`src/hw/ExecPkg.sv`:
```
package ExecPkg;

    typedef logic [31:0] word_t;    // Data word, operand and address
    typedef logic [4:0]  regAddr_t; // Register index

    // ALU operation codes, NOR code left unassigned
    typedef enum logic [3:0] {
        OpAnd           = 4'b0000,
        OpOr            = 4'b0001,
        OpAdd           = 4'b0010,
        OpShiftRightA   = 4'b0011,
        OpSub           = 4'b0110,
        OpSlt           = 4'b0111,
        OpShiftLeft     = 4'b1000,
        OpShiftRight    = 4'b1001,
        OpXor           = 4'b1010,
        OpGreaterEqual  = 4'b1011,
        OpGreaterEqualU = 4'b1101,
        OpEqual         = 4'b1110,
        OpSltU          = 4'b1111
    } aluOp_t;

    localparam logic [6:0] OpcOp     = 7'b0110011; // Register-register
    localparam logic [6:0] OpcOpImm  = 7'b0010011; // Register-immediate
    localparam logic [6:0] OpcBranch = 7'b1100011;
    localparam logic [6:0] OpcLui    = 7'b0110111;
    localparam logic [6:0] OpcJal    = 7'b1101111;

    typedef struct packed {
        logic     valid;
        aluOp_t   operation;
        word_t    operandX;
        word_t    operandY;
        word_t    immediate; // B or J offset for branch and jump target
        word_t    pc;
        regAddr_t rd;
        logic     isBranch;
        logic     isJal;
        logic     writesRd;
    } decodeStage_t;

    typedef struct packed {
        logic     valid;
        word_t    result;
        logic     zero;
        word_t    target; // pc + offset
        word_t    link;   // pc + 4
        regAddr_t rd;
        logic     isBranch;
        logic     isJal;
        logic     writesRd;
    } aluStage_t;

endpackage

```
`src/hw/Alu.sv`:
```
`timescale 1ns/1ps

module Alu import ExecPkg::*; (
    input  aluOp_t operation,
    input  word_t  inX,
    input  word_t  inY,
    output word_t  result,
    output logic   zero
);

    logic signed [31:0] signedX;
    logic signed [31:0] signedY;
    logic        [4:0]  shamt;

    assign signedX = $signed(inX);
    assign signedY = $signed(inY);
    assign shamt   = inY[4:0]; // Only low five bits shift

    assign zero = ~(|result);

    always_comb begin
        case (operation)
            OpAnd:
                result = inX & inY;
            OpOr:
                result = inX | inY;
            OpAdd:
                result = inX + inY;
            OpSub:
                result = inX - inY;
            OpSlt:
                result = (signedX < signedY) ? 32'h1 : 32'h0;
            OpSltU:
                result = (inX < inY) ? 32'h1 : 32'h0;
            OpXor:
                result = inX ^ inY;
            OpEqual:
                result = (inX == inY) ? 32'h1 : 32'h0;
            OpShiftLeft:
                result = inX << shamt;
            OpShiftRight:
                result = inX >> shamt;
            OpShiftRightA:
                result = word_t'(signedX >>> shamt); // Sign fill
            OpGreaterEqual:
                result = (signedX >= signedY) ? 32'h1 : 32'h0;
            OpGreaterEqualU:
                result = (inX >= inY) ? 32'h1 : 32'h0;
            default:
                result = inX; // Former NOR code lands here
        endcase
    end

endmodule

```
`src/hw/AluDecode.sv`:
```
`timescale 1ns/1ps

module AluDecode import ExecPkg::*; (
    input  logic         clk,
    input  logic         arstN,
    input  logic         inValid,
    input  word_t        instr,
    input  word_t        pc,
    input  word_t        rs1Value,
    input  word_t        rs2Value,
    output decodeStage_t decoded
);

    // Shared funct3 mapping of OP and OP-IMM
    function automatic aluOp_t arithOp(input logic [2:0] funct3, input logic alt);
        aluOp_t op;
        case (funct3)
            3'b000:  op = alt ? OpSub : OpAdd;
            3'b001:  op = OpShiftLeft;
            3'b010:  op = OpSlt;
            3'b011:  op = OpSltU;
            3'b100:  op = OpXor;
            3'b101:  op = alt ? OpShiftRightA : OpShiftRight;
            3'b110:  op = OpOr;
            default: op = OpAnd;
        endcase
        return op;
    endfunction

    logic [6:0]   opcode;
    logic [2:0]   funct3;
    word_t        immI;
    word_t        immB;
    word_t        immU;
    word_t        immJ;
    decodeStage_t decodedNext;

    assign opcode = instr[6:0];
    assign funct3 = instr[14:12];

    assign immI = {{20{instr[31]}}, instr[31:20]};
    assign immB = {{19{instr[31]}}, instr[31], instr[7], instr[30:25], instr[11:8], 1'b0};
    assign immU = {instr[31:12], 12'b0};
    assign immJ = {{11{instr[31]}}, instr[31], instr[19:12], instr[20], instr[30:21], 1'b0};

    always_comb begin
        decodedNext           = '0;
        decodedNext.valid     = inValid;
        decodedNext.operation = OpAdd;
        decodedNext.operandX  = rs1Value;
        decodedNext.operandY  = rs2Value;
        decodedNext.immediate = immI;
        decodedNext.pc        = pc;
        decodedNext.rd        = instr[11:7];
        case (opcode)
            OpcOp: begin
                decodedNext.operation = arithOp(funct3, instr[30]);
                decodedNext.writesRd  = 1'b1;
            end
            OpcOpImm: begin
                // Bit 30 is part of the immediate except for SRAI
                decodedNext.operation = arithOp(funct3, (funct3 == 3'b101) && instr[30]);
                decodedNext.operandY  = immI;
                decodedNext.writesRd  = 1'b1;
            end
            OpcBranch: begin
                decodedNext.immediate = immB;
                decodedNext.isBranch  = 1'b1;
                case (funct3)
                    3'b000:  decodedNext.operation = OpEqual;         // BEQ
                    3'b001:  decodedNext.operation = OpSub;           // BNE
                    3'b100:  decodedNext.operation = OpSlt;           // BLT
                    3'b101:  decodedNext.operation = OpGreaterEqual;  // BGE
                    3'b110:  decodedNext.operation = OpSltU;          // BLTU
                    3'b111:  decodedNext.operation = OpGreaterEqualU; // BGEU
                    default: decodedNext.isBranch  = 1'b0;            // Reserved funct3
                endcase
            end
            OpcLui: begin
                decodedNext.operandX  = '0; // 0 + U-immediate
                decodedNext.operandY  = immU;
                decodedNext.immediate = immU;
                decodedNext.writesRd  = 1'b1;
            end
            OpcJal: begin
                decodedNext.immediate = immJ;
                decodedNext.isJal     = 1'b1;
                decodedNext.writesRd  = 1'b1;
            end
            default: ; // Unsupported, valid passes with no effect
        endcase
    end

    always_ff @(posedge clk or negedge arstN) begin
        if (!arstN) begin
            decoded <= '0;
        end else begin
            decoded <= decodedNext;
        end
    end

endmodule

```
`src/hw/AluStage.sv`:
```
`timescale 1ns/1ps

module AluStage import ExecPkg::*; (
    input  logic         clk,
    input  logic         arstN,
    input  decodeStage_t decoded,
    output aluStage_t    executed
);

    word_t     aluResult;
    logic      aluZero;
    word_t     target;
    word_t     link;
    aluStage_t executedNext;

    Alu Alu_inst (
        .operation (decoded.operation),
        .inX       (decoded.operandX),
        .inY       (decoded.operandY),
        .result    (aluResult),
        .zero      (aluZero)
    );

    // Separate adders so branch compare and target run in parallel
    assign target = decoded.pc + decoded.immediate;
    assign link   = decoded.pc + 32'd4;

    always_comb begin
        executedNext.valid    = decoded.valid;
        executedNext.result   = aluResult;
        executedNext.zero     = aluZero;
        executedNext.target   = target;
        executedNext.link     = link;
        executedNext.rd       = decoded.rd;
        executedNext.isBranch = decoded.isBranch;
        executedNext.isJal    = decoded.isJal;
        executedNext.writesRd = decoded.writesRd;
    end

    always_ff @(posedge clk or negedge arstN) begin
        if (!arstN) begin
            executed <= '0;
        end else begin
            executed <= executedNext;
        end
    end

endmodule

```
`src/hw/BranchResolve.sv`:
```
`timescale 1ns/1ps

module BranchResolve import ExecPkg::*; (
    input  logic      clk,
    input  logic      arstN,
    input  aluStage_t executed,
    output logic      resValid,
    output word_t     result,
    output regAddr_t  rd,
    output logic      writeEnable,
    output logic      branchTaken,
    output word_t     target
);

    logic  takenNext;
    logic  writeNext;
    word_t resultNext;

    // Branch compare ops yield nonzero when taken
    assign takenNext = executed.valid &
                       ((executed.isBranch & ~executed.zero) | executed.isJal);

    // x0 is never written
    assign writeNext = executed.valid & executed.writesRd & (executed.rd != '0);

    assign resultNext = executed.isJal ? executed.link : executed.result;

    always_ff @(posedge clk or negedge arstN) begin
        if (!arstN) begin
            resValid    <= 1'b0;
            result      <= '0;
            rd          <= '0;
            writeEnable <= 1'b0;
            branchTaken <= 1'b0;
            target      <= '0;
        end else begin
            resValid    <= executed.valid;
            result      <= resultNext;
            rd          <= executed.rd;
            writeEnable <= writeNext;
            branchTaken <= takenNext;
            target      <= executed.target;
        end
    end

endmodule

```
`src/hw/ExecutePipe.sv`:
```
`timescale 1ns/1ps

module ExecutePipe import ExecPkg::*; (
    input  logic     clk,
    input  logic     arstN,
    input  logic     inValid,
    input  word_t    instr,
    input  word_t    pc,
    input  word_t    rs1Value,
    input  word_t    rs2Value,
    output logic     resValid,
    output word_t    result,
    output regAddr_t rd,
    output logic     writeEnable,
    output logic     branchTaken,
    output word_t    target
);

    decodeStage_t decoded;  // Stage 1 to 2
    aluStage_t    executed; // Stage 2 to 3

    AluDecode AluDecode_inst (
        .clk      (clk),
        .arstN    (arstN),
        .inValid  (inValid),
        .instr    (instr),
        .pc       (pc),
        .rs1Value (rs1Value),
        .rs2Value (rs2Value),
        .decoded  (decoded)
    );

    AluStage AluStage_inst (
        .clk      (clk),
        .arstN    (arstN),
        .decoded  (decoded),
        .executed (executed)
    );

    BranchResolve BranchResolve_inst (
        .clk         (clk),
        .arstN       (arstN),
        .executed    (executed),
        .resValid    (resValid),
        .result      (result),
        .rd          (rd),
        .writeEnable (writeEnable),
        .branchTaken (branchTaken),
        .target      (target)
    );

endmodule

```
`config.mk`:
```
export PLATFORM = sky130hd
export DESIGN_NAME = ExecutePipe
export DESIGN_NICKNAME = d
export VERILOG_FILES = /design/src/hw/ExecPkg.sv /design/src/hw/Alu.sv /design/src/hw/AluDecode.sv /design/src/hw/AluStage.sv /design/src/hw/BranchResolve.sv /design/src/hw/ExecutePipe.sv
export SDC_FILE = /design/constraint.sdc
export NUM_CORES = 1
export LEC_CHECK = 0
export BUFFER_PORTS_ARGS = -buffer_cell sky130_fd_sc_hd__clkbuf_2
export CORE_ASPECT_RATIO = 0.7
export CORE_MARGIN = 1
export CORE_UTILIZATION = 45
export CTS_CLUSTER_DIAMETER = 30
export DETAILED_ROUTE_END_ITERATION = 10
export PLACE_DENSITY = 0.68
export SYNTH_ARGS = -nofsm -noshare
export SYNTH_HDL_FRONTEND = slang
export SYNTH_HIERARCHICAL = 1
export SYNTH_SLANG_ARGS = --single-unit
export TNS_END_PERCENT = 5
```
`constraint.sdc`:
```
create_clock -name clk -period 6.7 [get_ports clk]
set_clock_uncertainty 0.1 [all_clocks]
set_input_delay 0 -clock clk [delete_from_list [all_inputs] [get_ports clk]]
set_output_delay 0 -clock clk [all_outputs]
set_load 0.02 [all_outputs]
```
[Yosys cells after proc, flatten, opt, wreduce, memory -nomap -nowiden]
Cells that the tools add are included.
Operators by class
  $add $sub $neg: 4
  order comparisons: 4
  equality and inequality tests: 25
  shift operators: 3
  multiplexer cells: 22
  bitwise logic cells: 10
  reduce and logical (&&, ||, !) cells: 7
Operator list (count)
  $pmux W32 S13: 1
  $pmux W31 S3: 1
  $add A32 B32 Y32: 2
  $ge A32 B32 Y1: 2
  $lt A32 B32 Y1: 2
  $mux W32: 2
  $pmux W32 S2: 1
  $pmux W4 S7: 2
  $add A32 B3 Y32 const B: 1
  $and A32 B32 Y32: 1
  $eq A32 B32 Y1: 1
  $or A32 B32 Y32: 1
  $reduce_or A32 Y1: 1
  $shl A32 B5 Y32: 1
  $shr A32 B5 Y32: 1
  $sshr A32 B5 Y32: 1
  $sub A32 B32 Y32: 1
  $xor A32 B32 Y32: 1
  $eq A4 B4 Y1 const B: 7
  $pmux W4 S6: 1
  $eq A7 B6 Y1 const B: 2
  $eq A7 B7 Y1 const B: 2
  $eq A3 B3 Y1 const B: 4
  $pmux W4 S3: 1
  18 further kinds: 35
Storage, ports and cells
  register bits: 319
  input port bits: 131
  output and inout port bits: 72
  logic and storage cells: 100

[Logic depth before layout (Yosys ltp)]
Gate-level depths: netlist (run 1).
  depth in word-level cells: 5
  depth in mapped cells: 19
  gate-level depth less buffers: 14

[Hierarchy]
The synthesis (run 1) kept the hierarchy.
Modules (own cells, without submodules)
  Alu: times used 1, cells each 1463, area an instance 10027.1 µm², seq. area each 0.0 µm²
  AluStage: times used 1, cells each 429, area an instance 4978.5 µm², seq. area each 2652.5 µm²
  AluDecode: times used 1, cells each 315, area an instance 4635.7 µm², seq. area each 3528.4 µm²
  BranchResolve: times used 1, cells each 112, area an instance 2230.9 µm², seq. area each 1801.7 µm²

[Worst setup path after synthesis (run 1)]
Ideal clock, no wire load.
  kind: reg2reg
  start point: register, netlist name AluDecode_inst/decoded[74]
  end point: register, netlist name AluStage_inst/executed[72]
  library setup time: 96 ps
  arrival time: 5233 ps
  required time: 6504 ps
  path slack: 1272 ps
  stages on the path, launching flop included: 19
  path buffers: 6
  clock period less this slack: 5428 ps
  path through: dfrtp_1 -> buf_2 -> inv_1 -> buf_2 -> buf_1 -> clkbuf_1 -> buf_1 -> ha_1 -> clkbuf_1 -> or4_1 -> nand2_1 -> a21boi_0 -> a211o_1 -> a221o_1 -> a2111oi_2 -> nand4b_1 -> or4b_1 -> or4b_1 -> nor4_2
On the way
  longest elaborated chain between the ends: 5
  elaborated cells on any way between the ends: 21
  classes of those cells: 2 x add/sub; 4 x order compare; 1 x eq/ne; 3 x shift; 6 x mux; 4 x bitwise; 1 x reduce/logical
RTL lines
  $ge A32 B32 Y1, or another cell as far along: RTL line Alu.sv:48  | result = (inX >= inY) ? 32'h1 : 32'h0;
  $mux W1, on equally long branches
  $pmux W32 S13 (*): RTL line Alu.sv:22  | case (operation)
  $reduce_or A32 Y1 (*): RTL line Alu.sv:19  | assign zero = ~(|result);
  $not A1 Y1 (*): RTL line Alu.sv:19
  net AluStage_inst.aluZero: RTL line AluStage.sv:11  | logic aluZero;
The timed path passes the listed nets; every way through them passes the cells marked *.

[Worst setup path in the final report (run 1)]
  start point: register, netlist name AluDecode_inst/decoded[72]
  end point: register, netlist name AluStage_inst/executed[72]
On the way
  elaborated cells on any way between the ends: 21
  classes of those cells: 2 x add/sub; 4 x order compare; 1 x eq/ne; 3 x shift; 6 x mux; 4 x bitwise; 1 x reduce/logical
RTL lines
  $sub A32 B32 Y32, or another cell as far along: RTL line Alu.sv:30  | result = inX - inY;
  $pmux W32 S13 (*): RTL line Alu.sv:22
  net AluStage_inst.aluResult[24]: RTL line AluStage.sv:10  | word_t aluResult;
  $reduce_or A32 Y1 (*): RTL line Alu.sv:19
  $not A1 Y1 (*): RTL line Alu.sv:19
  net AluStage_inst.aluZero: RTL line AluStage.sv:11
Marked as above.

==> flow_summary.yaml, run 1 <==
outcome:
  outcome: "complete, no violations"
clocking:
  ctsResizeCount: 0
  cts_buffer_depth: 3
  postCtsSetupBuffers: 0
  hold_buffers: 203
  root_buffer: "clkbuf_16"
  cts_made_buffers: 55
  h-tree-depth: 2
  clk_pin_slew_ns: 0.06
  clkSinkCount: 319
  cts_tree: "yes"
  clkLatencyLatePin_ns: 0.62
place:
  place_ws_ns: 1.27
  portBuffers: 202
  gp_congestion: 1.07
  hpwlAfterDp_um: 72900
  placement.cell_area_um2: 23600
logic_synthesis:
  synth_seq_area_share_pct: 36.5
  synth-edff-count: 0
  synth_area_um2: 21900
  synth_top_area_share_pct: 36.5
  synthFlopType: "dfrtp_1"
  synth-simple-area-share_pct: 16.1
  synth_compound_area_share_pct: 22.0
  netlist_instances: 2319
  synth_xor_xnor_area_share_pct: 3.20
  synth-seq-cells: 319
  synthAdderAreaFrac_pct: 7.71
  synth_top_family_by_area: "compound AO/OA/AOI/OAI gates"
  syn_avg_cell_area_um2: 9.43
  synth.distinct_cells: 97
  syn_nets: 2583
  synth_top_area_cell: "dfrtp_1"
  async_flop_share_pct: 100
  synthMuxAreaShare_pct: 9.43
  synth_warnings: 6
  synth.area.top_cells: "dfrtp_1 36%, ha_1 7.4%, mux4_2 4.4%"
cells_and_area:
  syn_to_final_growth_pct: 26.5
  fin_util_pct: 57.7
  final_cell_area_um2: 27700
  final_nets: 2960
  final_cell_mix: "316 x dfrtp_1, 202 x dlygate4sd3_1, 201 x clkbuf_2, 199 x nand2_1, 169 x nor2_1"
  final_common_cell: "dfrtp_1"
  drive_gt1_share_pct: 18.6
worst_setup_path:
  reg2reg_depth: 13
  crit_path_start: "AluDecode_inst/decoded[72]"
  critical_path.startpoint_type: "register"
  critical_path_class: "reg -> reg"
  cp_data_arrival_time_ns: 6.11
  cp_max_fo: 55
  r2r_end: "AluStage_inst/executed[72]"
  r2r_slack_ns: 1.01
  cp-endpoint: "AluStage_inst/executed[72]"
  endpoint_kind: "register"
  r2r-start: "AluDecode_inst/decoded[72]"
  cp.required_ns: 7.13
sta:
  final.setup.worst_slack_ns: 1.01
  period_needed_ns: 5.69
  setup_tns_ns: 0
  rsz0062_at_grt: "no"
  worst_slew_pin_slew_ns: 1.26
  slew_violations: 0
  hold_viol: 0
  max_slew_margin_pct: 15.0
  period_share_pct: 84.9
  fmaxAchievable_ghz: 0.176
  setup-violations-final: 0
global_route:
  antenna_found_initial: 7
  grt-ovfl-total: 0
  grtUsageTotal_pct: 39.1
  grt_pass1_wl_um: 143000
  grt_pass1_vias: 21200
  grt_max_degree: 155
power_and_ir_drop:
  ir_drop_v: 0.000238
  leakage_nw: 12.2
  cellPowerDensity_nw_per_um2: 257
route:
  totalWireLength_um: 98400
  vias_per_cell: 6.58
  antenna_left: 0
  vias: 22400
  firstDrtPassIters: 6
  drc: 0
  drtIter0Drc: 3488
  avgRoutedWirePerCell_um: 28.9
hold_path:
  hold_class: "in -> reg"
  hp-start: "rs1Value[0]"
  hold_depth: 3
floorplan:
  die_y_um: 186
  core_um2: 48000
  ios: 203
  die_x_um: 266
  die_area_um2: 49500
  rows: 67
  start_util_pct: 45.6
flow_run:
  drv_cap: 0
## worst max-delay path, stage by stage (launching register included)
cell,delay (ns)
dfrtp_4,0.96
ha_1,0.33
fa_1,0.24
nor3_1,0.10
o31ai_1,0.73
a31oi_1,0.30
o311ai_1,0.59
a211oi_1,0.17
o32ai_1,0.34
o221ai_1,0.29
nor2_1,0.17
or4b_1,0.47
or4b_1,0.50
nor4_2,0.25
## logic make-up after synthesis
logic type	after synthesis
AOI/OAI and AO/OA	671
xor gates and xnor gates	80
adders and majority gates	133
buffers and inverters	258
DFF	319
muxes	146
and+or+nand+nor	712
## synth_stat cells, drive strengths merged (51+ instances only)
cell type / n
nand3: 52
mux2i: 52
ha: 130
nand2: 200
a21oi: 156
xnor2: 60
inv: 112
clkbuf: 88
nor2: 170
buf: 58
nor2b: 66
o21ai: 86
mux2: 51
dfrtp: 319
## worst min-delay path by stage
stage,slack (ns),end
2_1_floorplan,-0.40,AluDecode_inst/decoded[0]
3_3_place_gp,-0.04,AluStage_inst/executed[50]
3_5_place_dp,-0.03,BranchResolve_inst/target[12]
4_1_cts,0.03,AluDecode_inst/decoded[3]
5_1_grt,0.05,AluDecode_inst/decoded[107]
6_report,0.05,AluDecode_inst/decoded[104]
## where the power goes
| group | internal [mW] | switching (mW) | total (mW) | leakage, nW |
|---|---|---|---|---|
| sequential | 2.16 | 0.169 | 2.33 | 3.75 |
| clock | 1.83 | 1.14 | 2.98 | 0.953 |
| combinational | 0.664 | 1.13 | 1.79 | 7.47 |
| total | 4.66 | 2.44 | 7.10 | 12.2 |
## flip-flops by register name (all words and copies together), names as in the netlist
name / count
BranchResolve_inst/result: 32
BranchResolve_inst/writeEnable: 1
BranchResolve_inst/resValid: 1
AluStage_inst/executed: 106
BranchResolve_inst/target: 32
BranchResolve_inst/rd: 5
AluDecode_inst/decoded: 141
BranchResolve_inst/branchTaken: 1
## layer usage
| layer | vias to the layer above | track usage, % | wire length [µm] |
|---|---|---|---|
| met3 | 284 | 15.0 | 14700 |
| met4 | 2 | 12.7 | 3660 |
| met2 | 1714 | 52.7 | 38700 |
| li1 | 9401 | - | - |
| met5 | - | 0 | 7 |
| met1 | 11000 | 56.7 | 41300 |
## final cells by class
| type | instances | area (µm²) |
|---|---|---|
| Clock buffer | 62 | 1430 |
| Clock inverter | 42 | 579 |
| Tap cell | 655 | 820 |
| Multi-Input combinational cell | 1742 | 12900 |
| Fill cell | 4200 | 20300 |
| Antenna cell | 4 | 10.0 |
| Timing Repair Buffer | 466 | 3540 |
| Inverter | 112 | 420 |
| Sequential cell | 319 | 7990 |
## stage by stage
step / total power, mW / cells / hold slack, ns
6_report: 7.10 / 3402 / 0.0502
5_1_grt: 7.33 / 3399 / 0.0479
3_3_place_gp: 3.95 / 3091 / -0.0393
3_5_place_dp: 3.96 / 3091 / -0.0328
2_1_floorplan: 3.30 / 2319 / -0.396
4_1_cts: 7.04 / 3398 / 0.0344
Power figures use the tool's default switching activity.
==> run 2, diff against run 1 <==
--- a/config.mk
+++ b/config.mk
@@ -11,7 +11,7 @@
 export CORE_UTILIZATION = 45
 export CTS_CLUSTER_DIAMETER = 30
 export DETAILED_ROUTE_END_ITERATION = 10
-export PLACE_DENSITY = 0.68
+export PLACE_DENSITY = 0.71
 export SYNTH_ARGS = -nofsm -noshare
 export SYNTH_HDL_FRONTEND = slang
 export SYNTH_HIERARCHICAL = 1
==> constraint.sdc (replaced) <==
create_clock -name clk -period 4.67 [get_ports clk]
set_clock_uncertainty 0.1 [all_clocks]
set_input_delay 0 -clock clk [delete_from_list [all_inputs] [get_ports clk]]
set_output_delay 0 -clock clk [all_outputs]
set_load 0.02 [all_outputs]
==> flow_summary.yaml, run 2 (same netlist as run 1, synthesis figures left out) <==
outcome:
  outcome: "complete, but fails checks"
  failed_checks: "capacitance limit, slew limit, setup timing"
place:
  hpwlAfterDp_um: 80900
  portBuffers: 202
  gp_congestion: 1.04
  dp_cells: 3385
worst_setup_path:
  critical_path.startpoint_type: "register"
  cp.required_ns: 5.07
  critical_path_class: "reg -> reg"
  cp_max_fo: 8
  cp_data_arrival_time_ns: 5.23
  endpoint_kind: "register"
  r2r-start: "AluDecode_inst/decoded[72]"
  crit_path_start: "AluDecode_inst/decoded[72]"
floorplan:
  die_y_um: 186
  ios: 203
  start_util_pct: 45.6
  core_um2: 48000
  die_area_um2: 49500
  die_x_um: 266
  rows: 67
clocking:
  clkSinkCount: 319
  root_buffer: "clkbuf_16"
  cts_tree: "yes"
  clk_pin_slew_ns: 0.05
  h-tree-depth: 2
  cts_made_buffers: 54
  clkLatencyLatePin_ns: 0.62
  cts_buffer_depth: 3
sta:
  rsz0062_at_grt: "yes"
  fin_hold_ws_ns: 0.0519
  hold_viol: 0
  setup_tns_ns: -0.164
  slew_violations: 4
  period_needed_ns: 4.83
  fmaxAchievable_ghz: 0.207
  setup-violations-final: 1
  period_share_pct: 104
  max_slew_margin_pct: -9.53
  worst_slew_pin_slew_ns: 1.60
  final.setup.worst_slack_ns: -0.164
power_and_ir_drop:
  cellPowerDensity_nw_per_um2: 340
  ir_drop_v: 0.000387
  leakage_nw: 13.7
route:
  drtIter0Drc: 3424
  totalWireLength_um: 108000
  avgRoutedWirePerCell_um: 29.1
  drc: 0
  vias_per_cell: 6.37
  vias: 23600
  antenna_left: 0
  firstDrtPassIters: 6
cells_and_area:
  final_cells: 3704
  final_common_cell: "buf_4"
  syn_to_final_growth_pct: 38.4
  final_cell_mix: "347 x buf_4, 314 x dfrtp_1, 202 x dlygate4sd3_1, 201 x clkbuf_2, 197 x nand2_1"
  drive_gt1_share_pct: 28.4
  largest_register_ffs: 141
  final_nets: 3268
  top_register: "AluDecode_inst/decoded"
  top_regs: "AluDecode_inst/decoded (141), AluStage_inst/executed (106)"
hold_path:
  hold_class: "in -> reg"
  hp-start: "rs1Value[12]"
global_route:
  grt_max_degree: 94
  grt_pass1_wl_um: 154000
  grtUsageTotal_pct: 42.6
  grt_pass1_vias: 23000
  grt-ovfl-total: 0
  antenna_found_initial: 6
flow_run:
  drv_cap: 1
-- run 2: path summary, 6_finish.rpt --
kind                       slack (ns)  cells after the start                           to
setup / recovery                -0.16                     14   AluStage_inst/executed[72]
hold reg to reg                  0.24                      0    AluStage_inst/executed[3]
setup reg to reg                -0.16                     14   AluStage_inst/executed[72]
min in group asynchronous        0.48                      4  AluDecode_inst/decoded[105]
max in group asynchronous        3.35                      4   AluStage_inst/executed[94]
hold / removal                   0.05                      3  AluDecode_inst/decoded[116]
-- run 2: worst max-delay path: stages, from the launching register on --
cell and delay, ns:
dfrtp_4 0.58, buf_12 0.17, clkbuf_16 0.16, mux2i_1 0.37, buf_4 0.19, mux4_2 0.27
a21oi_2 0.06, o21a_1 0.12, o32a_1 0.36, nor2_1 0.14, or4b_4 0.50, nand4b_1 0.31
or4b_4 0.55, or4b_4 0.54, nor4_4 0.27
-- run 2: metrics by stage --
stage | power (mW) | area, µm² | setup WS (ns) | utilization [%]
after global placement | 6.02 | 25900 | 0.00376 | 54.0
final | 10.3 | 30300 | -0.164 | 63.1
after detailed placement | 6.02 | 25900 | -0.129 | 54.0
after CTS | 10.1 | 29900 | 0.00500 | 62.3
after global routing | 10.6 | 30300 | -0.107 | 63.1
after floorplan | 4.74 | 22000 | 0.00867 | -
-- run 2: routing by layer --
| layer | GRT usage [%] | share of wire (%) |
|---|---|---|
| met1 | 62.8 | 43 |
| met2 | 58.9 | 40 |
| met3 | 14.3 | 14 |
| met4 | 11.6 | 2.9 |
| met5 | 0 | 0.019 |
-- run 2: report_power, final --
group          internal [mW]  leakage [nW]  total (mW)  switching, mW
clock                   2.33         0.877        3.94           1.61
sequential              3.10          3.75        3.29          0.194
combinational           1.26          9.06        3.05           1.80
-- run 2: layout make-up --
cell class / count / area [µm²]
clock buffers: 61 / 1440
fillers: 3931 / 17700
clock inverters: 38 / 367
inverters: 112 / 420
multi-input cells: 1742 / 13100
diodes: 2 / 5.00
repair buffers: 775 / 6100
well taps: 655 / 820
flip-flops and latches: 319 / 7990
-- run 2: timing repair --
| item | in CTS | in global routing |
|---|---|---|
| hold endpoints to repair | 408 | 0 |
| endpoints found under the setup margin | 1 | 1 |
| gates resized for setup | 18 | 60 |
| gates cloned | 0 | 2 |
| hold buffers | 203 | 0 |
| buffers inserted | 3 | 10 |
| pin swaps | 8 | 17 |
